==> config.mk <==
export PLATFORM = sky130hd
export DESIGN_NAME = eventCounter
export DESIGN_NICKNAME = d
export VERILOG_FILES = /design/src/hw/chanPkg.sv /design/src/hw/eventCounter.sv
export SDC_FILE = /design/constraint.sdc
export NUM_CORES = 1
export LEC_CHECK = 0
export BUFFER_PORTS_ARGS = -buffer_cell sky130_fd_sc_hd__buf_2
export CORE_AREA = 2 2 39 41
export DETAILED_ROUTE_END_ITERATION = 16
export DIE_AREA = 0 0 41 43
export GPL_ROUTABILITY_DRIVEN = 0
export MAX_ROUTING_LAYER = met4
export PLACE_DENSITY = 0.59
export REMOVE_ABC_BUFFERS = 1
export SLEW_MARGIN = 5
export SYNTH_ARGS = -nofsm -noshare
export SYNTH_HDL_FRONTEND = slang
export SYNTH_SLANG_ARGS = --single-unit
export TNS_END_PERCENT = 10
==> constraint.sdc <==
create_clock -name CLK -period 2.1 [get_ports CLK]
set_clock_uncertainty 0.1 [all_clocks]
set_input_delay 0.315 -clock CLK [delete_from_list [all_inputs] [get_ports CLK]]
set_output_delay 0.315 -clock CLK [all_outputs]
set_load 0.01 [all_outputs]
==> src/hw/chanPkg.sv <==
// Shared widths and word formats of one APV channel back end
// Output word tag sits in the top two bits of every stored word
package chanPkg;

	localparam int dataWidth = 12;
	localparam int frameWidth = 13;
	localparam int stripCount = 128;
	localparam int stripAddrWidth = 7;
	localparam int wordWidth = 21;
	localparam int wordCountWidth = 8;
	localparam int countWidth = 5;
	localparam int defaultFifoAddrWidth = 11;

	localparam logic [1:0] tagHeader = 2'b00;
	localparam logic [1:0] tagStrip = 2'b01;
	localparam logic [1:0] tagModuleTrailer = 2'b10;
	localparam logic [1:0] tagCountTrailer = 2'b11;

	typedef struct packed {
		logic [1:0] tag;
		logic reserved;
		logic meanSign;
		logic [frameWidth-1:0] frameHeader;
		logic [3:0] channel;
	} headerWord;

	typedef struct packed {
		logic [1:0] tag;
		logic [stripAddrWidth-1:0] addr;
		logic [dataWidth-1:0] value;
	} stripWord;

	typedef struct packed {
		logic [1:0] tag;
		logic [1:0] zero;
		logic [4:0] modId;
		logic [dataWidth-1:0] trailer;
	} modTrailerWord;

	typedef struct packed {
		logic [1:0] tag;
		logic [dataWidth-2:0] meanLow;
		logic [wordCountWidth-1:0] wordCount;
	} countTrailerWord;

	typedef union packed {
		headerWord header;
		stripWord strip;
		modTrailerWord moduleTrailer;
		countTrailerWord countTrailer;
	} outWord;

	typedef enum logic [2:0] {
		cutIdle,
		cutAddr,
		cutCompare,
		cutTrailerWait,
		cutModuleTrailer,
		cutCountTrailer,
		cutDone
	} cutState;

endpackage

==> src/hw/eventCounter.sv <==
// Saturates at both ends; inc takes priority over dec in the same cycle
`timescale 1ns/1ps

module eventCounter
	import chanPkg::*;
(
	input logic CLK,
	input logic RSTb,
	input logic clear,
	input logic inc,
	input logic dec,
	output logic nonZero
);

	logic [countWidth-1:0] count;

	always_ff @(posedge CLK or negedge RSTb)
	begin
		if (!RSTb)
		begin
			count <= '0;
			nonZero <= 1'b0;
		end
		else if (clear)
		begin
			count <= '0;
			nonZero <= 1'b0;
		end
		else
		begin
			// Flag lags the count by one cycle
			nonZero <= (count != '0);
			if (inc)
			begin
				if (count != '1)
					count <= count + 1'b1;
			end
			else if (dec && count != '0)
				count <= count - 1'b1;
		end
	end

endmodule

==> results.yml, run 1 <==
worst_hold_path:
  min_path_type: "input pin to flop"
synth:
  synth_seq_cells: 6
  yosysWarningCount: 0
  ys_async_sr_fraction_pct: 100
  syn_avg_cell_area_um2: 10.5
  netlist_instances: 45
  synth-seq-area-share_pct: 31.9
  synth_top_cell_area_share_pct: 31.9
  synth_edf_count: 0
  yosysUniqueCellTypes: 28
  synth_area_leader_cell: "dfrtp_1"
  synth_area_um2: 470
  yosys-top-cells-area: "dfrtp_1 (32%), ha_1 (8.0%), mux2i_1 (6.4%), fa_1 (4.3%), o211a_4 (3.7%)"
  synth-main-ff-cell: "dfrtp_1"
global_routing:
  first_global_vias: 344
  grt_pass1_wl_um: 1570
  grt_use_total_pct: 13.7
  grt_max_degree: 8
  antenna_found_initial: 0
  grt-ovfl-total: 0
floorplan:
  dieArea_mm2: 0.00176
  rows: 14
  start_util_pct: 34.0
  core_area_mm2: 0.00138
  die-width_um: 41
  io-pin-count: 6
  die_h_um: 43
timing:
  drv_slew: 0
  relSlewSlack_pct: 76.4
  rsz0062_at_grt: "false"
  worst_pin_slew_ps: 345
  finalCritPeriodShare_pct: 91.2
  setup_violations: 0
  fmax_mhz: 522
  tns_ps: 0
  finalCriticalPeriod_ps: 1920
  hold_viol: 0
setup_path:
  cp-start-kind: "flop"
  crit_type: "flop to flop"
  cp_data_arrival_time_ps: 1950
  end_kind: "flop"
  crit_required_ps: 2140
  path_max_fanout: 5
placed_design:
  place_hpwl_um: 698
  place_area_um2: 523
  port_buffers: 5
finish:
  seqCellArea_um2: 150
  final_cell_mix: "dfrtp_1 (6), buf_2 (5), inv_1 (4)"
  syn_to_final_growth_pct: 18.1
  fill_cells: 152
  layout_commonest_cell: "dfrtp_1"
  nets: 66
  fin_area_um2: 556
  multi_input_area_um2: 305
  diodes: 0
  layout-drive-gt1-share_pct: 27.3
clock_tree:
  clk_latency_ps: 240
  clk_pin_slew_ps: 40
  post_cts_buffers: 0
  root_buffer: "clkbuf_4"
  cts_max_level: 1
  clock_sinks: 6
  postCtsHoldBufs: 1
  clockBufferDepth: 2
  tritoncts: "yes"
  numCtsBuffers: 3
  cts_resized: 0
pwr:
  vdd_drop_max_mv: 0.508
  power.density_mw_per_mm2: 790
  power_leakage_nw: 0.264
job:
  cap_violations: 0
detailed_routing:
  vias_per_cell: 5.54
  drc: 0
  drtAntennaViolNets: 0
  num_vias: 393
  routedWlPerCell_um: 12.2
  drt_pass1_iterations: 4
  dr.first_iter.drc_count: 6
  finalWirelength_um: 864
status:
  outcome: "completed"
registers in the layout, indices dropped and copies added (netlist names):
signal,count
count,5
nonZero,1
layer usage:
layer  global-route usage, %  vias up  share of wire [%]
met5                       -        -                  0
met4                       0        0                  0
met3                    9.42        0                7.9
met2                    17.5       13                 45
met1                    19.0      184                 48
li1                        -      196                  -
final cells by class:
cell class | count | share of cell area [%]
multi-input cells | 35 | 55.0
repair buffers | 7 | 7.66
flip-flops and latches | 6 | 27.0
clock buffers | 3 | 4.05
inverters | 4 | 2.70
well taps | 16 | 3.60
where the power goes:
group / switching [mW] / total (mW) / internal (mW)
logic: 0.0815 / 0.168 / 0.0868
clock network: 0.0388 / 0.103 / 0.0644
registers: 0.0291 / 0.167 / 0.138
Yosys cell counts, types with 2 or more instances:
cell type	instances
a21o_1	2
nand2_1	2
nor2_1	3
dfrtp_1	6
ha_1	3
o21a_1	2
inv_1	4
mux2i_1	3
kinds of logic (layout without fill, tap and decap cells):
group	Yosys count	in the layout	synth area share [%]
fa+ha+maj	4	4	12.2
xor+xnor	1	1	1.86
compound gates	16	16	30.8
buf+inv	4	14	3.19
flops	6	6	31.9
mux	3	3	6.38
simple gates	11	11	13.6
worst paths after layout:
kind,start,cells past startpoint,to,slack [ps]
setup / recovery,count[0],5,count[4],180
hold / removal,clear,2,nonZero,230
setup reg to reg,count[0],5,count[4],180
hold reg to reg,count[2],1,count[2],520
max in group asynchronous,RSTb,2,count[4],1440
min in group asynchronous,RSTb,2,nonZero,320
per-stage QoR:
| stage | util (%) | instances | power, mW | setup WS [ps] | hold slack [ps] |
|---|---|---|---|---|---|
| after floorplan | - | 45 | 0.294 | 282 | -80.6 |
| after global placement | 37.8 | 67 | 0.336 | 102 | 45.9 |
| after detailed placement | 37.8 | 67 | 0.337 | 75.8 | 46.8 |
| after CTS | 40.1 | 71 | 0.447 | 162 | 219 |
| after global routing | 40.1 | 71 | 0.484 | 49.6 | 230 |
| final | 40.1 | 71 | 0.439 | 184 | 226 |
worst max-delay path, stage by stage, from the launching register on:
cell and delay (ps):
dfrtp_1 430, fa_1 440, a21o_1 220, a2111oi_0 400, mux2i_1 130, o311ai_1 90
Power figures use the tool's default switching activity.
==> run 2: changes to the inputs <==
CORE_AREA = unset   (was 2 2 39 41)
CORE_MARGIN = 2   (was unset)
CORE_UTILIZATION = 30   (was unset)
DIE_AREA = unset   (was 0 0 41 43)
PLACE_DENSITY = 0.53   (was 0.59)
==> run 2 against run 1 <==
Highest routed layer unchanged. Non-clock buffer count is the same. Critical endpoint unchanged. Clock-buffer cell count unchanged. Largest cell class unchanged. Power grew 0.41%. Largest power group is now registers. Flip-flop and latch count is the same. Design area unchanged. Core utilization is 2.8 points lower. Cell count did not move. Worst hold slack gained 10 ps.
==> results.yml, run 2 (same netlist as run 1, synthesis figures left out) <==
status:
  outcome: "completed"
clock_tree:
  clock_sinks: 6
  clockBufferDepth: 2
  clk_pin_slew_ps: 40
  clk_latency_ps: 240
  tritoncts: "yes"
  cts_resized: 0
  numCtsBuffers: 3
  cts_max_level: 1
  root_buffer: "clkbuf_4"
global_routing:
  first_global_vias: 358
  grt_pass1_wl_um: 1680
  grt_use_total_pct: 12.4
  grt-ovfl-total: 0
  antenna_found_initial: 0
  grt_max_degree: 8
finish:
  largest_reg_flops: 5
  nets: 66
  syn_to_final_growth_pct: 18.1
  utilization_pct: 37.3
  fill_cells: 155
  max_flop_register: "count"
  diodes: 0
  reg_top3: "count (5), nonZero (1)"
  layout_commonest_cell: "dfrtp_1"
  layout-drive-gt1-share_pct: 27.3
  final_cell_mix: "dfrtp_1 (6), buf_2 (5), inv_1 (4)"
setup_path:
  cp_data_arrival_time_ps: 1970
  worstRegToRegCells: 5
  crit_required_ps: 2140
  crit_buf_inv: 0
  cpMaxStageDelayCell: "fa_1"
  reg2reg_slack_ps: 180
  path_max_fanout: 5
  worstReg2RegEnd: "count[4]"
  r2r_start: "count[0]"
  critical_path_depth: 5
  crit_family: "compound AO/OA/AOI/OAI gates"
  path_cells: "fa_1, a21o_1, a2111oi_0, mux2i_1, o311ai_1"
  worst_path_largest_cell_delay_ps: 450
  end_kind: "flop"
  cp-start-kind: "flop"
  crit_type: "flop to flop"
floorplan:
  die-width_um: 43.6
  io-pin-count: 6
  core_area_mm2: 0.00149
  rows: 14
  dieArea_mm2: 0.00190
  die_h_um: 43.6
  start_util_pct: 31.6
timing:
  drv_slew: 0
  tns_ps: 0
  worst_pin_slew_ps: 362
  hold_viol: 0
  setup_violations: 0
  finalCritPeriodShare_pct: 91.7
  rsz0062_at_grt: "false"
  relSlewSlack_pct: 75.2
  finalCriticalPeriod_ps: 1920
  fmax_mhz: 520
pwr:
  power_leakage_nw: 0.264
  vdd_drop_max_mv: 0.290
  power.density_mw_per_mm2: 793
detailed_routing:
  routedWlPerCell_um: 13.3
  drc: 0
  dr.first_iter.drc_count: 3
  finalWirelength_um: 946
  vias_per_cell: 5.42
  num_vias: 385
  drt_pass1_iterations: 3
  drtAntennaViolNets: 0
placed_design:
  place_hpwl_um: 755
  port_buffers: 5
worst_hold_path:
  hold_start: "inc"
  min_path_type: "input pin to flop"
  hold_end: "count[0]"
  holdPathStages: 2
job:
  cap_violations: 0
## run 2: cell counts in the layout (fill, tap and decap cells not counted)
Identical to the previous run, type by type.
## run 2: worst max path at each step
stage | slack [ps] | to | start
detailed placement | 40 | count[4] | inc
finish | 180 | count[4] | count[0]
CTS | 140 | count[4] | count[0]
global route | 20 | count[4] | count[0]
global placement | 90 | count[4] | inc
floorplan | 280 | count[4] | inc
## run 2: stage by stage
stage / std cells / worst slack (ps) / hold WS [ps] / total power, mW / cell area [µm²]
2_1_floorplan: 45 / 282 / -80.6 / 0.294 / 470
3_5_place_dp: 67 / 38.5 / 46.1 / 0.340 / 523
3_3_place_gp: 67 / 85.7 / 45.6 / 0.338 / 523
5_1_grt: 71 / 16.7 / 236 / 0.485 / 556
4_1_cts: 71 / 136 / 227 / 0.451 / 556
6_report: 71 / 175 / 237 / 0.441 / 556
## run 2: per-layer routing
metal  wire (µm)  up-vias  global-route usage, %
met5           0        -                      -
met2         416        9                   17.6
met3          71        0                   6.25
met4           0        0                   1.82
met1         458      179                   16.2
li1            -      197                      -
## run 2: worst register-to-register path: stages, from the launching register on
cell and delay [ps]:
dfrtp_1 430, fa_1 450, a21o_1 220, a2111oi_0 410, mux2i_1 130, o311ai_1 80
## run 2: power by group
group	total, mW	leakage, nW	switching (mW)	internal, mW
registers	0.168	0.0777	0.0302	0.138
clock network	0.104	0.0138	0.0395	0.0645
logic	0.168	0.172	0.0814	0.0870
## run 2: cell type report
type,instances,area [µm²],area share [%]
Timing Repair Buffer,7,42.5,7.66
Inverter,4,15.0,2.70
Multi-Input combinational cell,35,305,55.0
Sequential cell,6,150,27.0
Tap cell,16,20.0,3.60
Clock buffer,3,22.5,4.05
## run 2: timing repair
action                                 in CTS  in global routing
buffers inserted                            0                  0
endpoints found under the hold margin       6                  0
hold buffers                                1                  0
==> run 3: changes to the inputs <==
CORE_MARGIN = unset   (was 2)
==> run 3 against run 2 <==
Clock-buffer cell count is the same. Global-route usage is 2.1 points higher. Design area unchanged. Routed wire length grew 6.3%. Worst hold slack got worse by 6.9 ps. Via count up 2.6%. First-iteration DRC count shrank 67%. Largest power group is now combinational cells. Highest routed layer unchanged.
==> results.yml, run 3 (same netlist as run 1, synthesis figures left out) <==
pwr:
  power_leakage_nw: 0.264
  power.density_mw_per_mm2: 806
  vdd_drop_max_mv: 0.369
  totalPowerFinal_mw: 0.448
placed_design:
  place_hpwl_um: 795
  place_area_um2: 522
  pre_cts_ws_ps: 85.8
  port_buffers: 5
detailed_routing:
  vias_per_cell: 5.64
  drtAntennaViolNets: 0
  dr.first_iter.drc_count: 1
  finalWirelength_um: 1010
  num_vias: 395
  drc: 0
  drt_pass1_iterations: 2
  routedWlPerCell_um: 14.4
floorplan:
  core_area_mm2: 0.00138
  start_util_pct: 34.0
  rows: 13
  io-pin-count: 6
  dieArea_mm2: 0.00173
  die-width_um: 41.6
  die_h_um: 41.6
global_routing:
  antenna_found_initial: 0
  grtUsageMet1_pct: 17.6
  first_global_vias: 383
  grt_max_degree: 8
  grt_use_met3_pct: 6.52
  grt-busiest-layer: "met2"
  grtUsageMet2_pct: 21.9
  grt-ovfl-total: 0
  grt_pass1_wl_um: 1810
  grt_use_total_pct: 14.5
finish:
  layout_commonest_cell: "dfrtp_1"
  reg_top3: "count (5), nonZero (1)"
  syn_to_final_growth_pct: 18.1
  final_cell_mix: "dfrtp_1 (6), buf_2 (5), inv_1 (4)"
  fin_area_um2: 556
  diodes: 0
  nets: 66
  max_flop_register: "count"
  layout-drive-gt1-share_pct: 27.3
  largest_reg_flops: 5
timing:
  drv_slew: 0
  setup_slack_ps: 195
  hold_viol: 0
  fmax_mhz: 525
  rsz0062_at_grt: "false"
  worst_pin_slew_ps: 316
  setup_violations: 0
  finalCriticalPeriod_ps: 1900
  relSlewSlack_pct: 78.9
  tns_ps: 0
  finalCritPeriodShare_pct: 90.7
setup_path:
  crit_type: "flop to flop"
  end_kind: "flop"
  worst_path_largest_cell_delay_ps: 440
  crit_required_ps: 2140
  cpMaxStageDelayCell: "dfrtp_1"
  cp-start-kind: "flop"
  path_max_fanout: 5
  cp_data_arrival_time_ps: 1940
  path_cells: "fa_1, a21o_1, a2111oi_1, mux2i_1, o311ai_1"
clock_tree:
  clk_latency_ps: 250
  cts_max_level: 1
  clock_sinks: 6
  post_cts_buffers: 0
  clockBufferDepth: 2
  tritoncts: "yes"
  numCtsBuffers: 3
  root_buffer: "clkbuf_4"
  clk_pin_slew_ps: 50
job:
  cap_violations: 0
status:
  outcome: "completed"
worst_hold_path:
  min_path_type: "input pin to flop"
run 3: cell counts in the layout (fill, tap and decap cells not counted):
Identical to the previous run, type by type.
run 3: final cells by class:
cell class | instances | area (µm²)
Fill cell | 139 | 827
Multi-Input combinational cell | 35 | 307
Sequential cell | 6 | 150
Timing Repair Buffer | 7 | 42.5
Clock buffer | 3 | 22.5
Tap cell | 15 | 18.8
Inverter | 4 | 15.0
run 3: what timing repair did:
item                                   CTS  global route
resized for setup                        0             1
setup endpoints to repair                0             1
endpoints found under the hold margin    6             0
hold buffers                             1             0
run 3: critical path: cells and delay by family, from the launching register on:
| family | cells | cell delay, ps |
|---|---|---|
| AOI/OAI and AO/OA | 3 | 690 |
| adders and majority gates | 1 | 440 |
| DFF | 1 | 440 |
| muxes | 1 | 120 |
run 3: power breakdown:
part	switching [mW]	internal (mW)	leakage, nW
combinational	0.0849	0.0882	0.172
sequential	0.0293	0.138	0.0777
clock	0.0426	0.0647	0.0138
run 3: path summary, 6_finish.rpt:
path	slack (ps)	end	startpoint	cells past startpoint
max reg2reg	200	count[4]	count[0]	5
max	200	count[4]	count[0]	5
min	230	count[0]	inc	2
min in group asynchronous	320	count[1]	RSTb	2
min reg2reg	500	count[2]	count[2]	1
max in group asynchronous	1420	count[2]	RSTb	2
run 3: routing by layer:
layer	wire length, µm	part of all wire (%)
met3	47	4.7
met1	477	47
met2	481	48
met5	0	0
met4	0	0
run 3: stage by stage:
stage | utilization (%) | std cells | hold WS [ps]
6_report | 40.2 | 70 | 230
5_1_grt | 40.2 | 70 | 230
4_1_cts | 40.1 | 70 | 218
3_5_place_dp | 37.7 | 66 | 52.1
3_3_place_gp | 37.7 | 66 | 45.6
2_1_floorplan | - | 45 | -80.6
