<file path="src/hw/chanPkg.sv">
// Shared widths and word formats of one APV channel back end
// Output word tag sits in the top two bits of every stored word
package chanPkg;

	localparam int dataWidth = 12;
	localparam int frameWidth = 13;
	localparam int stripCount = 128;
	localparam int stripAddrWidth = 7;
	localparam int wordWidth = 21;
	localparam int wordCountWidth = 8;
	localparam int countWidth = 5;
	localparam int defaultFifoAddrWidth = 11;

	localparam logic [1:0] tagHeader = 2'b00;
	localparam logic [1:0] tagStrip = 2'b01;
	localparam logic [1:0] tagModuleTrailer = 2'b10;
	localparam logic [1:0] tagCountTrailer = 2'b11;

	typedef struct packed {
		logic [1:0] tag;
		logic reserved;
		logic meanSign;
		logic [frameWidth-1:0] frameHeader;
		logic [3:0] channel;
	} headerWord;

	typedef struct packed {
		logic [1:0] tag;
		logic [stripAddrWidth-1:0] addr;
		logic [dataWidth-1:0] value;
	} stripWord;

	typedef struct packed {
		logic [1:0] tag;
		logic [1:0] zero;
		logic [4:0] modId;
		logic [dataWidth-1:0] trailer;
	} modTrailerWord;

	typedef struct packed {
		logic [1:0] tag;
		logic [dataWidth-2:0] meanLow;
		logic [wordCountWidth-1:0] wordCount;
	} countTrailerWord;

	typedef union packed {
		headerWord header;
		stripWord strip;
		modTrailerWord moduleTrailer;
		countTrailerWord countTrailer;
	} outWord;

	typedef enum logic [2:0] {
		cutIdle,
		cutAddr,
		cutCompare,
		cutTrailerWait,
		cutModuleTrailer,
		cutCountTrailer,
		cutDone
	} cutState;

endpackage

</file>
<file path="src/hw/frameIf.sv">
// Decoded frame stream plus baseline, popped by single-cycle pulses
`timescale 1ns/1ps

interface frameIf
	import chanPkg::*;
();
	logic [frameWidth-1:0] frameData;
	logic frameReady;
	logic frameRd;
	logic [dataWidth-1:0] mean;
	logic meanRd;

	modport source (output frameData, output frameReady, output mean,
		input frameRd, input meanRd);

	modport cut (input frameData, input frameReady, input mean,
		output frameRd, output meanRd);

endinterface

</file>
<file path="src/hw/zeroSuppressor.sv">
// Two cycles per strip; expects a full frame waiting when frameReady is high
// No back-pressure from the output FIFO
`timescale 1ns/1ps

module zeroSuppressor
	import chanPkg::*;
(
	input logic CLK,
	input logic RSTb,
	input logic clear,
	input logic enableBaseSub,
	input logic [3:0] chId,
	input logic [4:0] moduleId,
	frameIf.cut fr,
	output logic [stripAddrWidth-1:0] stripAddr,
	input logic [dataWidth-1:0] threshold,
	output logic wrEn,
	output outWord wrData
);

	localparam logic [stripAddrWidth-1:0] lastStrip = stripAddrWidth'(stripCount - 1);

	cutState state;
	logic [wordCountWidth-1:0] wordCount;
	logic [dataWidth-1:0] usedMean;
	logic [frameWidth-1:0] diff;
	logic keep;

	assign usedMean = enableBaseSub ? fr.mean : '0;
	// Wraps modulo 2^13 like the subtractor it replaces
	assign diff = fr.frameData - {1'b0, usedMean};
	// All-ones threshold disables the strip
	assign keep = (threshold != '1) && (diff > {1'b0, threshold});

	always_ff @(posedge CLK or negedge RSTb)
	begin
		if (!RSTb)
		begin
			state <= cutIdle;
			stripAddr <= '0;
			wordCount <= '0;
			wrEn <= 1'b0;
			fr.frameRd <= 1'b0;
			fr.meanRd <= 1'b0;
		end
		else if (clear)
		begin
			state <= cutIdle;
			stripAddr <= '0;
			wordCount <= '0;
			wrEn <= 1'b0;
			fr.frameRd <= 1'b0;
			fr.meanRd <= 1'b0;
		end
		else
		begin
			wrEn <= 1'b0;
			fr.frameRd <= 1'b0;
			fr.meanRd <= 1'b0;
			case (state)
				cutIdle:
					if (fr.frameReady)
					begin
						wrEn <= 1'b1;
						fr.frameRd <= 1'b1;
						stripAddr <= '0;
						wordCount <= wordCountWidth'(2);
						state <= cutAddr;
					end
				// Threshold read and strip pop both land during this cycle
				cutAddr:
					state <= cutCompare;
				cutCompare:
				begin
					wrEn <= keep;
					fr.frameRd <= 1'b1;
					stripAddr <= stripAddr + 1'b1;
					if (keep)
						wordCount <= wordCount + 1'b1;
					state <= (stripAddr == lastStrip) ? cutTrailerWait : cutAddr;
				end
				cutTrailerWait:
					state <= cutModuleTrailer;
				cutModuleTrailer:
				begin
					wrEn <= 1'b1;
					fr.frameRd <= 1'b1;
					state <= cutCountTrailer;
				end
				cutCountTrailer:
				begin
					wrEn <= 1'b1;
					fr.meanRd <= 1'b1;
					state <= cutDone;
				end
				// Gives the decoder a cycle to drop frameReady
				cutDone:
					state <= cutIdle;
				default:
					state <= cutIdle;
			endcase
		end
	end

	always_ff @(posedge CLK)
	begin
		case (state)
			cutIdle:
				wrData.header <= '{tagHeader, 1'b0, fr.mean[dataWidth-1], fr.frameData, chId};
			cutCompare:
				wrData.strip <= '{tagStrip, stripAddr, diff[dataWidth-1:0]};
			cutModuleTrailer:
				wrData.moduleTrailer <= '{tagModuleTrailer, 2'b00, moduleId,
					fr.frameData[dataWidth-1:0]};
			cutCountTrailer:
				wrData.countTrailer <= '{tagCountTrailer, fr.mean[dataWidth-2:0], wordCount};
			default:
				wrData <= wrData;
		endcase
	end

endmodule

</file>
<file path="src/flat_wrapper.sv">
// flat-port wrapper written by rule: the top's interface ports become plain ports
module zeroSuppressor_flat import chanPkg::*;
  (CLK, RSTb, clear, enableBaseSub, chId, moduleId, stripAddr, threshold, wrEn, wrData, fr_frameData, fr_frameReady, fr_mean, fr_frameRd, fr_meanRd);
  frameIf fr_i ();
  input logic CLK;
  input logic RSTb;
  input logic clear;
  input logic enableBaseSub;
  input logic [3:0] chId;
  input logic [4:0] moduleId;
  output logic [stripAddrWidth-1:0] stripAddr;
  input logic [dataWidth-1:0] threshold;
  output logic wrEn;
  output outWord wrData;
  input wire logic [$bits(fr_i.frameData)-1:0] fr_frameData;
  input wire logic [$bits(fr_i.frameReady)-1:0] fr_frameReady;
  input wire logic [$bits(fr_i.mean)-1:0] fr_mean;
  output wire logic [$bits(fr_i.frameRd)-1:0] fr_frameRd;
  output wire logic [$bits(fr_i.meanRd)-1:0] fr_meanRd;
  assign fr_i.frameData = fr_frameData;
  assign fr_i.frameReady = fr_frameReady;
  assign fr_i.mean = fr_mean;
  assign fr_frameRd = fr_i.frameRd;
  assign fr_meanRd = fr_i.meanRd;
  zeroSuppressor u_core (.CLK(CLK), .RSTb(RSTb), .clear(clear), .enableBaseSub(enableBaseSub), .chId(chId), .moduleId(moduleId), .fr(fr_i), .stripAddr(stripAddr), .threshold(threshold), .wrEn(wrEn), .wrData(wrData));
endmodule
</file>
<file path="config.mk">
export PLATFORM = sky130hd
export DESIGN_NAME = zeroSuppressor_flat
export DESIGN_NICKNAME = d
export VERILOG_FILES = /design/src/hw/chanPkg.sv /design/src/hw/frameIf.sv /design/src/hw/zeroSuppressor.sv /design/src/flat_wrapper.sv
export SDC_FILE = /design/constraint.sdc
export NUM_CORES = 1
export LEC_CHECK = 0
export ABC_CLOCK_PERIOD_IN_PS = 2800
export BUFFER_PORTS_ARGS = -buffer_cell sky130_fd_sc_hd__buf_2
export CAP_MARGIN = 20
export CORE_ASPECT_RATIO = 1.2
export CORE_MARGIN = 3
export CORE_UTILIZATION = 49
export DETAILED_ROUTE_END_ITERATION = 10
export PLACE_DENSITY = 0.87
export SYNTH_ARGS = -nofsm -noshare
export SYNTH_HDL_FRONTEND = slang
export SYNTH_SLANG_ARGS = --single-unit
</file>
<file path="constraint.sdc">
create_clock -name CLK -period 2.8 [get_ports CLK]
set_input_delay 0.7 -clock CLK [delete_from_list [all_inputs] [get_ports CLK]]
set_output_delay 0.7 -clock CLK [all_outputs]
set_load 0.005 [all_outputs]
</file>
==> summary.txt, run 1 <==
CP arrival: 3.96 ns
Iter 0 DRT Violations: 392
Leak: 0.00224 uW
period utilization: 1.34
IO Pins: 82
WL final: 11.3 mm
syn_nets: 430
num rows: 31
crit path time final: 3.76 ns
relative slew slack: 0.613
CP required: 3.00 ns
largest net degree at the start of global routing: 30
initial antenna violation count: 0
GR peak layer: met2
DRT antenna net count: 0
pre-CTS setup slack: -1.40 ns
setup violators final: 9
MaxCap Viol Count: 0
fmax: 266 MHz
Final GP Congestion: 0.992
cts bufs inserted: 5
most common flop cell mapped by yosys: edfxtp_1
Worst Hold Class: primary input to async pin
status: finished with violations
Setup CP Type: primary input to flip-flop
vias in the first global route: 3,488
Fin. Hold Viols: 0
number of flops mapped to enable cells by yosys: 21
slowest cell delay on critical path: 0.36 ns
met1 Use GR: 0.364
delay-heaviest family, CP: compound AO/OA/AOI/OAI gates
CTS tree: built
syn avg cell area: 9.17 um^2
first-pass GRT wire length: 17.3 mm
Placed Cells: 573
CP bufs+invs: 1
Final Util: 0.748
#FFs+latches synth: 42
port buffer count: 81
crit end category: flip-flop
met2 Resource Use GR: 0.508
cells along the critical path: buf_8, nand2_4, ha_4, a21o_1, or3_4, o2111ai_4, a21boi_2, o211ai_1, o311ai_4, ha_4, nand2_4, o41ai_4, a41o_1, a31oi_4, or2_4, a22o_1
cts hold-fix bufs: 0
setup ws final: -0.961 ns
cell count after synthesis: 351
H-tree levels: 2
synthesized area: 0.00322 mm^2
Root Buffer: clkbuf_8
Die Width: 80.0 um
Warnings, synthesis: 0
CTS Buffer Depth: 2
WL/cell: 19.3 um
worst skew pair latency: 0.30 ns
Total GRT Usage: 0.301
Clk pin slew, worst setup/hold paths: 0.08 ns
gr ovfl total: 0
via count: 3,622
Final #Nets: 582
Pre-Repair DR Iteration Count: 5
non-filler instance count after layout: 586
max-slew violations: 0
Core ar.: 0.00621 mm^2
# clock sinks: 42
# diodes: 0
DP HPWL: 8.19 mm
Critical Path Fanout Max: 8
RSZ-0062 raised after global routing: yes
Initial Util: 0.519
part of the Yosys area used for sequential elements: 0.359
slowest stage cell, crit path: or3_4
Die Ht: 94.8 um
Slew @ Worst Pin: 0.578 ns
power per cell area: 471 mW/mm^2
DRC: 0
total die area: 0.00758 mm^2
share of post-route cells with drive strength above 1: 0.407
GRT met3 Usage: 0.0649
VDD IR-drop max: 260 uV
Pwr Total: 2190 uW
synth-to-layout area growth: 44.1%
Via density: 6.18
Setup Skew: 0.00813 ns
Startpoint Class: primary input
failing checks: setup timing
Async S/R FF share, synth: 0.500
number of distinct library cells after synthesis: 53
[through the flow]
stage / setup TNS, ns / cell area [um^2] / hold slack [ns]
global route: -9.06 / 4640 / 0.368
CTS: -6.63 / 4550 / 0.351
floorplan: -9.27 / 3300 / 0.404
finish: -8.33 / 4640 / 0.346
global placement: -11.87 / 4290 / 0.530
detailed placement: -13.06 / 4290 / 0.552
[power by group]
part	internal, uW	switching, uW	total (uW)	leakage, uW
clock	357	220	577	0.0000683
sequential	714	36.6	750	0.000507
combinational	413	446	859	0.00166
[what timing repair did]
item                       in CTS  in global routing
buffers inserted                4                  1
pin swaps                      15                  7
gates resized for setup        19                 14
setup endpoints to repair      10                 10
[state kept, by name, summed over array words and instances (netlist names)]
register and count:
u_core.state 3, u_core.wrData 21, u_core.stripAddr 7, u_core.wrEn 1, u_core.wordCount 8, u_core.fr.frameRd 1, u_core.fr.meanRd 1
[placed cells by master (no fill, tap or decap), types with 3 or more instances in the layout]
| master | n |
|---|---|
| a21o_1 | 3 |
| a21oi_1 | 17 |
| a21oi_2 | 4 |
| a221o_1 | 9 |
| a31oi_1 | 4 |
| a31oi_4 | 3 |
| and3_1 | 7 |
| buf_2 | 79 |
| buf_4 | 78 |
| buf_6 | 3 |
| clkbuf_8 | 5 |
| dfrtp_1 | 21 |
| edfxtp_1 | 21 |
| ha_1 | 24 |
| inv_1 | 19 |
| mux2i_1 | 18 |
| nand2_1 | 33 |
| nand2b_1 | 6 |
| nand2b_4 | 3 |
| nand3_1 | 4 |
| nand4_1 | 5 |
| nor2_1 | 31 |
| nor2b_1 | 3 |
| nor3_1 | 7 |
| o211a_1 | 5 |
| o211ai_1 | 11 |
| o21ai_0 | 23 |
| xnor2_1 | 7 |
| xor2_1 | 3 |
[final timing paths]
check	startpoint	to	slack [ns]	cells after the start
min in group CLK	u_core.wordCount[0]	u_core.wordCount[0]	0.58	1
setup / recovery	enableBaseSub	u_core.wordCount[1]	-0.96	16
max in group asynchronous	RSTb	u_core.wordCount[6]	2.12	1
setup reg to reg	u_core.state[2]	u_core.stripAddr[5]	0.58	7
hold reg to reg	u_core.wordCount[0]	u_core.wordCount[0]	0.58	1
hold / removal	RSTb	u_core.fr.meanRd	0.35	1
[area by class of cell]
class                   count  area [um^2]
multi-input cells         272         2130
fillers                   400         1570
flip-flops and latches     42         1160
repair buffers            161         1030
well taps                  82          103
inverters                  21         78.8
clock buffers               5         68.8
clock inverters             3         68.8
[cell usage after synthesis, types with 8 or more instances]
master	count	share of area
a21oi_1	22	0.034
a221o_1	9	0.028
clkbuf_1	12	0.014
dfrtp_1	21	0.16
edfxtp_1	21	0.20
ha_1	27	0.10
inv_1	19	0.022
mux2i_1	18	0.056
nand2_1	35	0.041
nand2b_1	8	0.016
nor2_1	32	0.037
nor3_1	8	0.012
o211ai_1	11	0.026
o21ai_0	25	0.039
[logic make-up (layout without fill, tap and decap cells)]
| logic type | after synthesis | in the layout | synth area share |
|---|---|---|---|
| multiplexers | 18 | 18 | 0.0560 |
| buffers and inverters | 37 | 190 | 0.0455 |
| adder cells (fa/ha/maj) | 28 | 28 | 0.111 |
| AND/OR/NAND/NOR | 109 | 109 | 0.160 |
| flip-flops | 42 | 42 | 0.359 |
| XOR/XNOR | 12 | 12 | 0.0326 |
| AO/OA/AOI/OAI | 105 | 105 | 0.236 |
[routing by layer]
| metal | wire [um] | up-vias |
|---|---|---|
| li1 | - | 1615 |
| met1 | 4120 | 1682 |
| met2 | 5450 | 262 |
| met3 | 1150 | 63 |
| met4 | 586 | 0 |
| met5 | 0 | - |
Note: power is estimated with default switching activity, not from simulation.
==> run 2: changes to the inputs <==
--- a/config.mk
+++ b/config.mk
@@ -8,11 +8,13 @@
 export ABC_CLOCK_PERIOD_IN_PS = 2800
 export BUFFER_PORTS_ARGS = -buffer_cell sky130_fd_sc_hd__buf_2
 export CAP_MARGIN = 20
+export CELL_PAD_IN_SITES_DETAIL_PLACEMENT = 1
+export CELL_PAD_IN_SITES_GLOBAL_PLACEMENT = 1
 export CORE_ASPECT_RATIO = 1.2
 export CORE_MARGIN = 3
-export CORE_UTILIZATION = 49
+export CORE_UTILIZATION = 36
 export DETAILED_ROUTE_END_ITERATION = 10
-export PLACE_DENSITY = 0.87
+export PLACE_DENSITY = 0.85
 export SYNTH_ARGS = -nofsm -noshare
 export SYNTH_HDL_FRONTEND = slang
 export SYNTH_SLANG_ARGS = --single-unit
==> summary.txt, run 2 (synthesis results as in run 1) <==
met3 WL: 837 um (-27%)
Critical Path Fanout Max: 5 (-3)
Setup CP Type: primary input to flip-flop
Pre-Repair DR Iteration Count: 5 (unchanged)
WL/cell: 23.8 um (+23%)
power per cell area: 470 mW/mm^2 (-0.36%)
DRC: 0 (unchanged)
Max Used Layer: met4
crit path time final: 3.86 ns (+0.103 ns)
total die area: 0.0101 mm^2 (+33%)
largest net degree at the start of global routing: 30 (unchanged)
cells along the critical path: buf_8, nand2_4, ha_4, a21o_1, or3_4, o2111ai_4, a21boi_2, o211ai_1, o311ai_4, ha_4, nand2_4, o41ai_4, a41o_1, a31oi_4, buf_4, buf_6, a21oi_4, nor2_1
setup ws final: -1.06 ns (-0.103 ns)
synth-to-layout area growth: 45.9%
WL final: 14.8 mm (+31%)
failing checks: setup timing
CP required: 2.98 ns (-0.02 ns)
slowest stage cell, crit path: o41ai_4
Setup Skew: 0.00844 ns (+0.000311 ns)
Startpoint Class: primary input
max-slew violations: 0 (unchanged)
setup violators final: 10 (+1)
Seq. cell area: 0.00116 mm^2 (unchanged)
via count: 3,672 (+1.4%)
port buffer count: 81 (unchanged)
Leak: 0.00224 uW (about the same)
most frequent cells in the layout: buf_2, buf_4, nor2_1, nand2_1, o21ai_0
max reg flops: 21 (unchanged)
Final #Nets: 582 (unchanged)
Root Buffer: clkbuf_8
crit end category: flip-flop
met1 WL: 5.42 mm (+32%)
IO Pins: 82 (unchanged)
Total GRT Usage: 0.270 (-0.0309)
first-pass GRT wire length: 20.6 mm (+19%)
CTS Buffer Depth: 2 (unchanged)
RSZ-0062 raised after global routing: yes
slowest cell delay on critical path: 0.38 ns (+0.02 ns)
met2 routed WL: 7.71 mm (+42%)
CP arrival: 4.05 ns (+0.09 ns)
# fillers: 1,025 (+160%)
Worst Hold Class: primary input to async pin
Core ar.: 0.00866 mm^2 (+39%)
Initial Util: 0.372 (-0.147)
share of post-route cells with drive strength above 1: 0.415 (+0.00794)
DRT antenna net count: 0 (unchanged)
vias in the first global route: 3,808 (+9.2%)
MaxCap Viol Count: 0 (unchanged)
Fin Hold WS: 0.344 ns (-0.00236 ns)
Reg with most FFs: u_core.wrData
biggest regs: u_core.wrData (21), u_core.wordCount (8), u_core.stripAddr (7)
Clk pin slew, worst setup/hold paths: 0.09 ns (about the same)
leading cell type in the layout, fill and taps excluded: buf_2
H-tree levels: 2 (unchanged)
Placed Cells: 600 (+4.7%)
period utilization: 1.38 (+0.0369)
Fin. Hold Viols: 0 (unchanged)
pre-CTS setup slack: -1.60 ns (-0.201 ns)
fmax: 259 MHz (-2.7%)
non-filler instance count after layout: 622 (+6.1%)
Slew @ Worst Pin: 0.687 ns (+0.108 ns)
Die Width: 92.3 um (+15%)
status: finished with violations
num rows: 37 (+19%)
Multi-input gate area: 0.00216 mm^2 (+1.2%)
DP HPWL: 10.1 mm (+24%)
initial antenna violation count: 0 (unchanged)
Die Ht: 110 um (+16%)
CTS tree: built
Iter 0 DRT Violations: 334 (-15%)
gr ovfl total: 0 (unchanged)
VDD IR-drop max: 213 uV (-18%)
worst skew pair latency: 0.31 ns (about the same)
Via density: 5.90 (-4.5%)
Final GP Congestion: 0.917 (-7.6%)
cts bufs inserted: 5 (unchanged)
relative slew slack: 0.540 (-0.0726)
# clock sinks: 42 (unchanged)
## run 2: cell types whose count changed in the layout (fill, tap and decap cells not counted), sizes merged
cell	change
inv	+1
diode	+1
bufinv	-1
## run 2: repair_timing
action / CTS / global route
pin swaps: 25 / 7
resized for setup: 26 / 16
hold buffers: 0 / 0
setup buffers: 8 / 5
setup endpoints to repair: 11 / 18
## run 2: final timing paths
kind                                      from             endpoint  slack (ns)  cells after the start
max                              enableBaseSub          u_core.wrEn       -1.06                     18
max reg2reg                    u_core.state[1]    u_core.wrData[10]        0.30                      5
min in group CLK           u_core.wordCount[0]  u_core.wordCount[0]        0.56                      1
max in group asynchronous                 RSTb  u_core.wordCount[0]        2.11                      1
min                                       RSTb     u_core.fr.meanRd        0.34                      1
min reg2reg                u_core.wordCount[0]  u_core.wordCount[0]        0.56                      1
## run 2: critical path: cells and delay by family
kind / cells / cell delay, ns
AOI/OAI and AO/OA: 9 / 1.85
and+or+nand+nor: 4 / 0.57
adders and majority gates: 2 / 0.54
buffers and inverters: 3 / 0.38
## run 2: through the flow
step,power [uW],setup TNS [ns],utilization,cell area [um^2]
after CTS,2090,-7.96,0.529,4580
after global placement,1470,-12.04,0.494,4270
after floorplan,1150,-9.27,-,3300
final,2210,-9.14,0.543,4700
after detailed placement,1520,-14.79,0.494,4270
after global routing,2300,-10.07,0.542,4690
## run 2: routing by layer
metal  GRT usage  up-vias
li1            -     1613
met1       0.294     1804
met2       0.514      190
met3      0.0404       65
met4       0.119        0
met5           0        -
## run 2: power by group
part	leakage (uW)	switching, uW	internal, uW
Clock	0.0000585	234	268
Sequential	0.000507	37.9	715
Combinational	0.00167	508	445
Total	0.00224	780	1430
## run 2: final cells by class
class                   instances  area share
multi-input cells             272       0.460
flip-flops and latches         42       0.246
clock inverters                 3     0.00932
repair buffers                161       0.222
diodes                          1    0.000533
clock buffers                   5      0.0147
inverters                      21      0.0168
well taps                     117      0.0312
==> run 3: changes to the inputs <==
--- a/config.mk
+++ b/config.mk
@@ -5,7 +5,7 @@
 export SDC_FILE = /design/constraint.sdc
 export NUM_CORES = 1
 export LEC_CHECK = 0
-export ABC_CLOCK_PERIOD_IN_PS = 2800
+export ABC_CLOCK_PERIOD_IN_PS = 3450
 export BUFFER_PORTS_ARGS = -buffer_cell sky130_fd_sc_hd__buf_2
 export CAP_MARGIN = 20
 export CELL_PAD_IN_SITES_DETAIL_PLACEMENT = 1
==> constraint.sdc (replaced) <==
create_clock -name CLK -period 3.45 [get_ports CLK]
set_input_delay 0.8625 -clock CLK [delete_from_list [all_inputs] [get_ports CLK]]
set_output_delay 0.8625 -clock CLK [all_outputs]
set_load 0.005 [all_outputs]
==> summary.txt, run 3 (synthesis results as in run 1) <==
DRC: 0 (unchanged)
Final GP Congestion: 0.899 (-2.0%)
first-pass GRT wire length: 21.1 mm (+2.7%)
combinational fraction of design power: 0.417 (-0.015)
largest net degree at the start of global routing: 30 (unchanged)
P_sw: 615 uW (-21%)
crit end category: flip-flop
status: finished with violations
CP arrival: 4.12 ns (+0.07 ns)
Via density: 6.00 (+1.6%)
Worst Hold Class: primary input to async pin
CP required: 3.63 ns (+0.65 ns)
Slew @ Worst Pin: 0.967 ns (+0.280 ns)
MaxCap Viol Count: 0 (unchanged)
DP HPWL: 9.73 mm (-3.9%)
WL/cell: 23.4 um (-1.5%)
worst skew pair latency: 0.30 ns (about the same)
# clock sinks: 42 (unchanged)
total die area: 0.0101 mm^2 (unchanged)
VDD IR-drop max: 188 uV (-12%)
Pre-Repair DR Iteration Count: 5 (unchanged)
max reg flops: 21 (unchanged)
num rows: 37 (unchanged)
Die Width: 92.3 um (unchanged)
power per cell area: 378 mW/mm^2 (-20%)
cts bufs inserted: 5 (unchanged)
# diodes: 0 (-1)
initial antenna violation count: 0 (unchanged)
Clk pin slew, worst setup/hold paths: 0.09 ns (about the same)
CTS Buffer Depth: 2 (unchanged)
vias in the first global route: 3,877 (+1.8%)
Final #Nets: 576 (-1.0%)
setup violators final: 9 (-1)
Setup CP Type: primary input to flip-flop
via count: 3,688 (+0.44%)
IO Pins: 82 (unchanged)
failing checks: setup timing
Initial Util: 0.372 (unchanged)
WL final: 14.4 mm (-2.6%)
Fin. Hold Viols: 0 (unchanged)
relative slew slack: 0.353 (-0.188)
CTS tree: built
most frequent cells in the layout: buf_2, buf_4, nor2_1, nand2_1, o21ai_0
Cell Area, Placed: 0.00425 mm^2 (-0.53%)
Pwr Total: 1760 uW (-20%)
synth-to-layout area growth: 44.6%
Startpoint Class: primary input
switching portion of total power: 0.350 (-0.00353)
RSZ-0062 raised after global routing: yes
Reg with most FFs: u_core.wrData
clock share of power: 0.232 (+0.005)
DRT antenna net count: 0 (unchanged)
share of post-route cells with drive strength above 1: 0.420 (+0.00500)
Critical Path Fanout Max: 6 (+1)
max-slew violations: 0 (unchanged)
Setup Skew: 0.00405 ns (-0.00439 ns)
Internal Power: 1140 uW (-20%)
period utilization: 1.14
leading cell type in the layout, fill and taps excluded: buf_2
Iter 0 DRT Violations: 360 (+7.8%)
Die Ht: 110 um (unchanged)
fmax: 254 MHz
final instance area: 0.00465 mm^2 (-0.91%)
Total GRT Usage: 0.270 (about the same)
Leak: 0.00219 uW (-1.9%)
Core ar.: 0.00866 mm^2 (unchanged)
setup ws final: -0.488 ns (+0.576 ns)
biggest regs: u_core.wrData (21), u_core.wordCount (8), u_core.stripAddr (7)
crit path time final: 3.94 ns
H-tree levels: 2 (unchanged)
part of the power in registers: 0.351 (+0.010)
gr ovfl total: 0 (unchanged)
Root Buffer: clkbuf_8
port buffer count: 81 (unchanged)
## run 3: changes by cell type in the layout (fill, tap and decap cells not counted), moves of 2 or more
cell     change
a21oi_4      -2
buf_4        -5
nor2_1       +2
a21oi_2      +2
nand2_2      +2
nor2_2       -2
buf_8        -2
## run 3: per-stage QoR
stage	hold WS [ns]	instances	TNS, ns	setup slack [ns]	util
after floorplan	0.498	351	-4.88	-0.596	-
after global placement	0.543	597	-6.69	-0.778	0.491
after detailed placement	0.545	597	-8.68	-1.04	0.491
after CTS	0.530	610	-2.49	-0.333	0.528
after global routing	0.554	615	-4.56	-0.586	0.538
final	0.525	615	-3.78	-0.488	0.538
## run 3: power by group through the flow
stage                     combinational, uW  clock [uW]  sequential [uW]
after floorplan                         317           0              615
after global placement                  578           0              620
after detailed placement                606           0              623
after CTS                               666         406              613
after global routing                    781         429              620
final                                   734         408              616
## run 3: repair_timing
| item | CTS | global route |
|---|---|---|
| hold buffers | 0 | 0 |
| resized for setup | 34 | 11 |
| endpoints found under the setup margin | 9 | 9 |
| pin swaps | 26 | 20 |
| setup buffers | 5 | 5 |
## run 3: worst paths after layout
check / start / endpoint / slack [ns] / cells after the start
max in group asynchronous: RSTb / u_core.wordCount[2] / 2.57 / 1
hold / removal: RSTb / u_core.state[0] / 0.52 / 1
setup / recovery: fr_mean[3] / u_core.wordCount[7] / -0.49 / 18
min in group CLK: u_core.stripAddr[6] / u_core.stripAddr[6] / 0.59 / 1
setup reg to reg: u_core.state[0] / u_core.wordCount[7] / 0.83 / 6
hold reg to reg: u_core.stripAddr[6] / u_core.stripAddr[6] / 0.59 / 1
## run 3: layer usage
layer / routed length, um / part of all wire / vias up / track usage
met5: 0 / 0 / - / 0
met4: 562 / 0.039 / 0 / 0.0881
met3: 885 / 0.061 / 51 / 0.0404
met2: 7560 / 0.52 / 202 / 0.509
met1: 5400 / 0.38 / 1841 / 0.311
li1: - / - / 1594 / -
## run 3: area by class of cell
type | instances | area [um^2]
sequential | 42 | 1160
inverter | 21 | 78.8
clock buffer | 5 | 68.8
clock inverter | 3 | 43.8
timing repair buffer | 155 | 1000
fill | 1013 | 4000
multi-input combinational | 272 | 2160
tap | 117 | 146
## run 3: worst max-delay path, stage by stage
cell and delay, ns:
buf_2 0.12, nand2_2 0.07, ha_2 0.19, a21o_1 0.23
or3_4 0.36, o2111ai_4 0.24, buf_4 0.15, buf_4 0.10
nand2_1 0.08, xor2_2 0.22, ha_1 0.31, nand2_2 0.07
o41ai_2 0.31, a41o_1 0.18, a31oi_4 0.13, buf_6 0.16
a221oi_2 0.23, o21ai_1 0.11
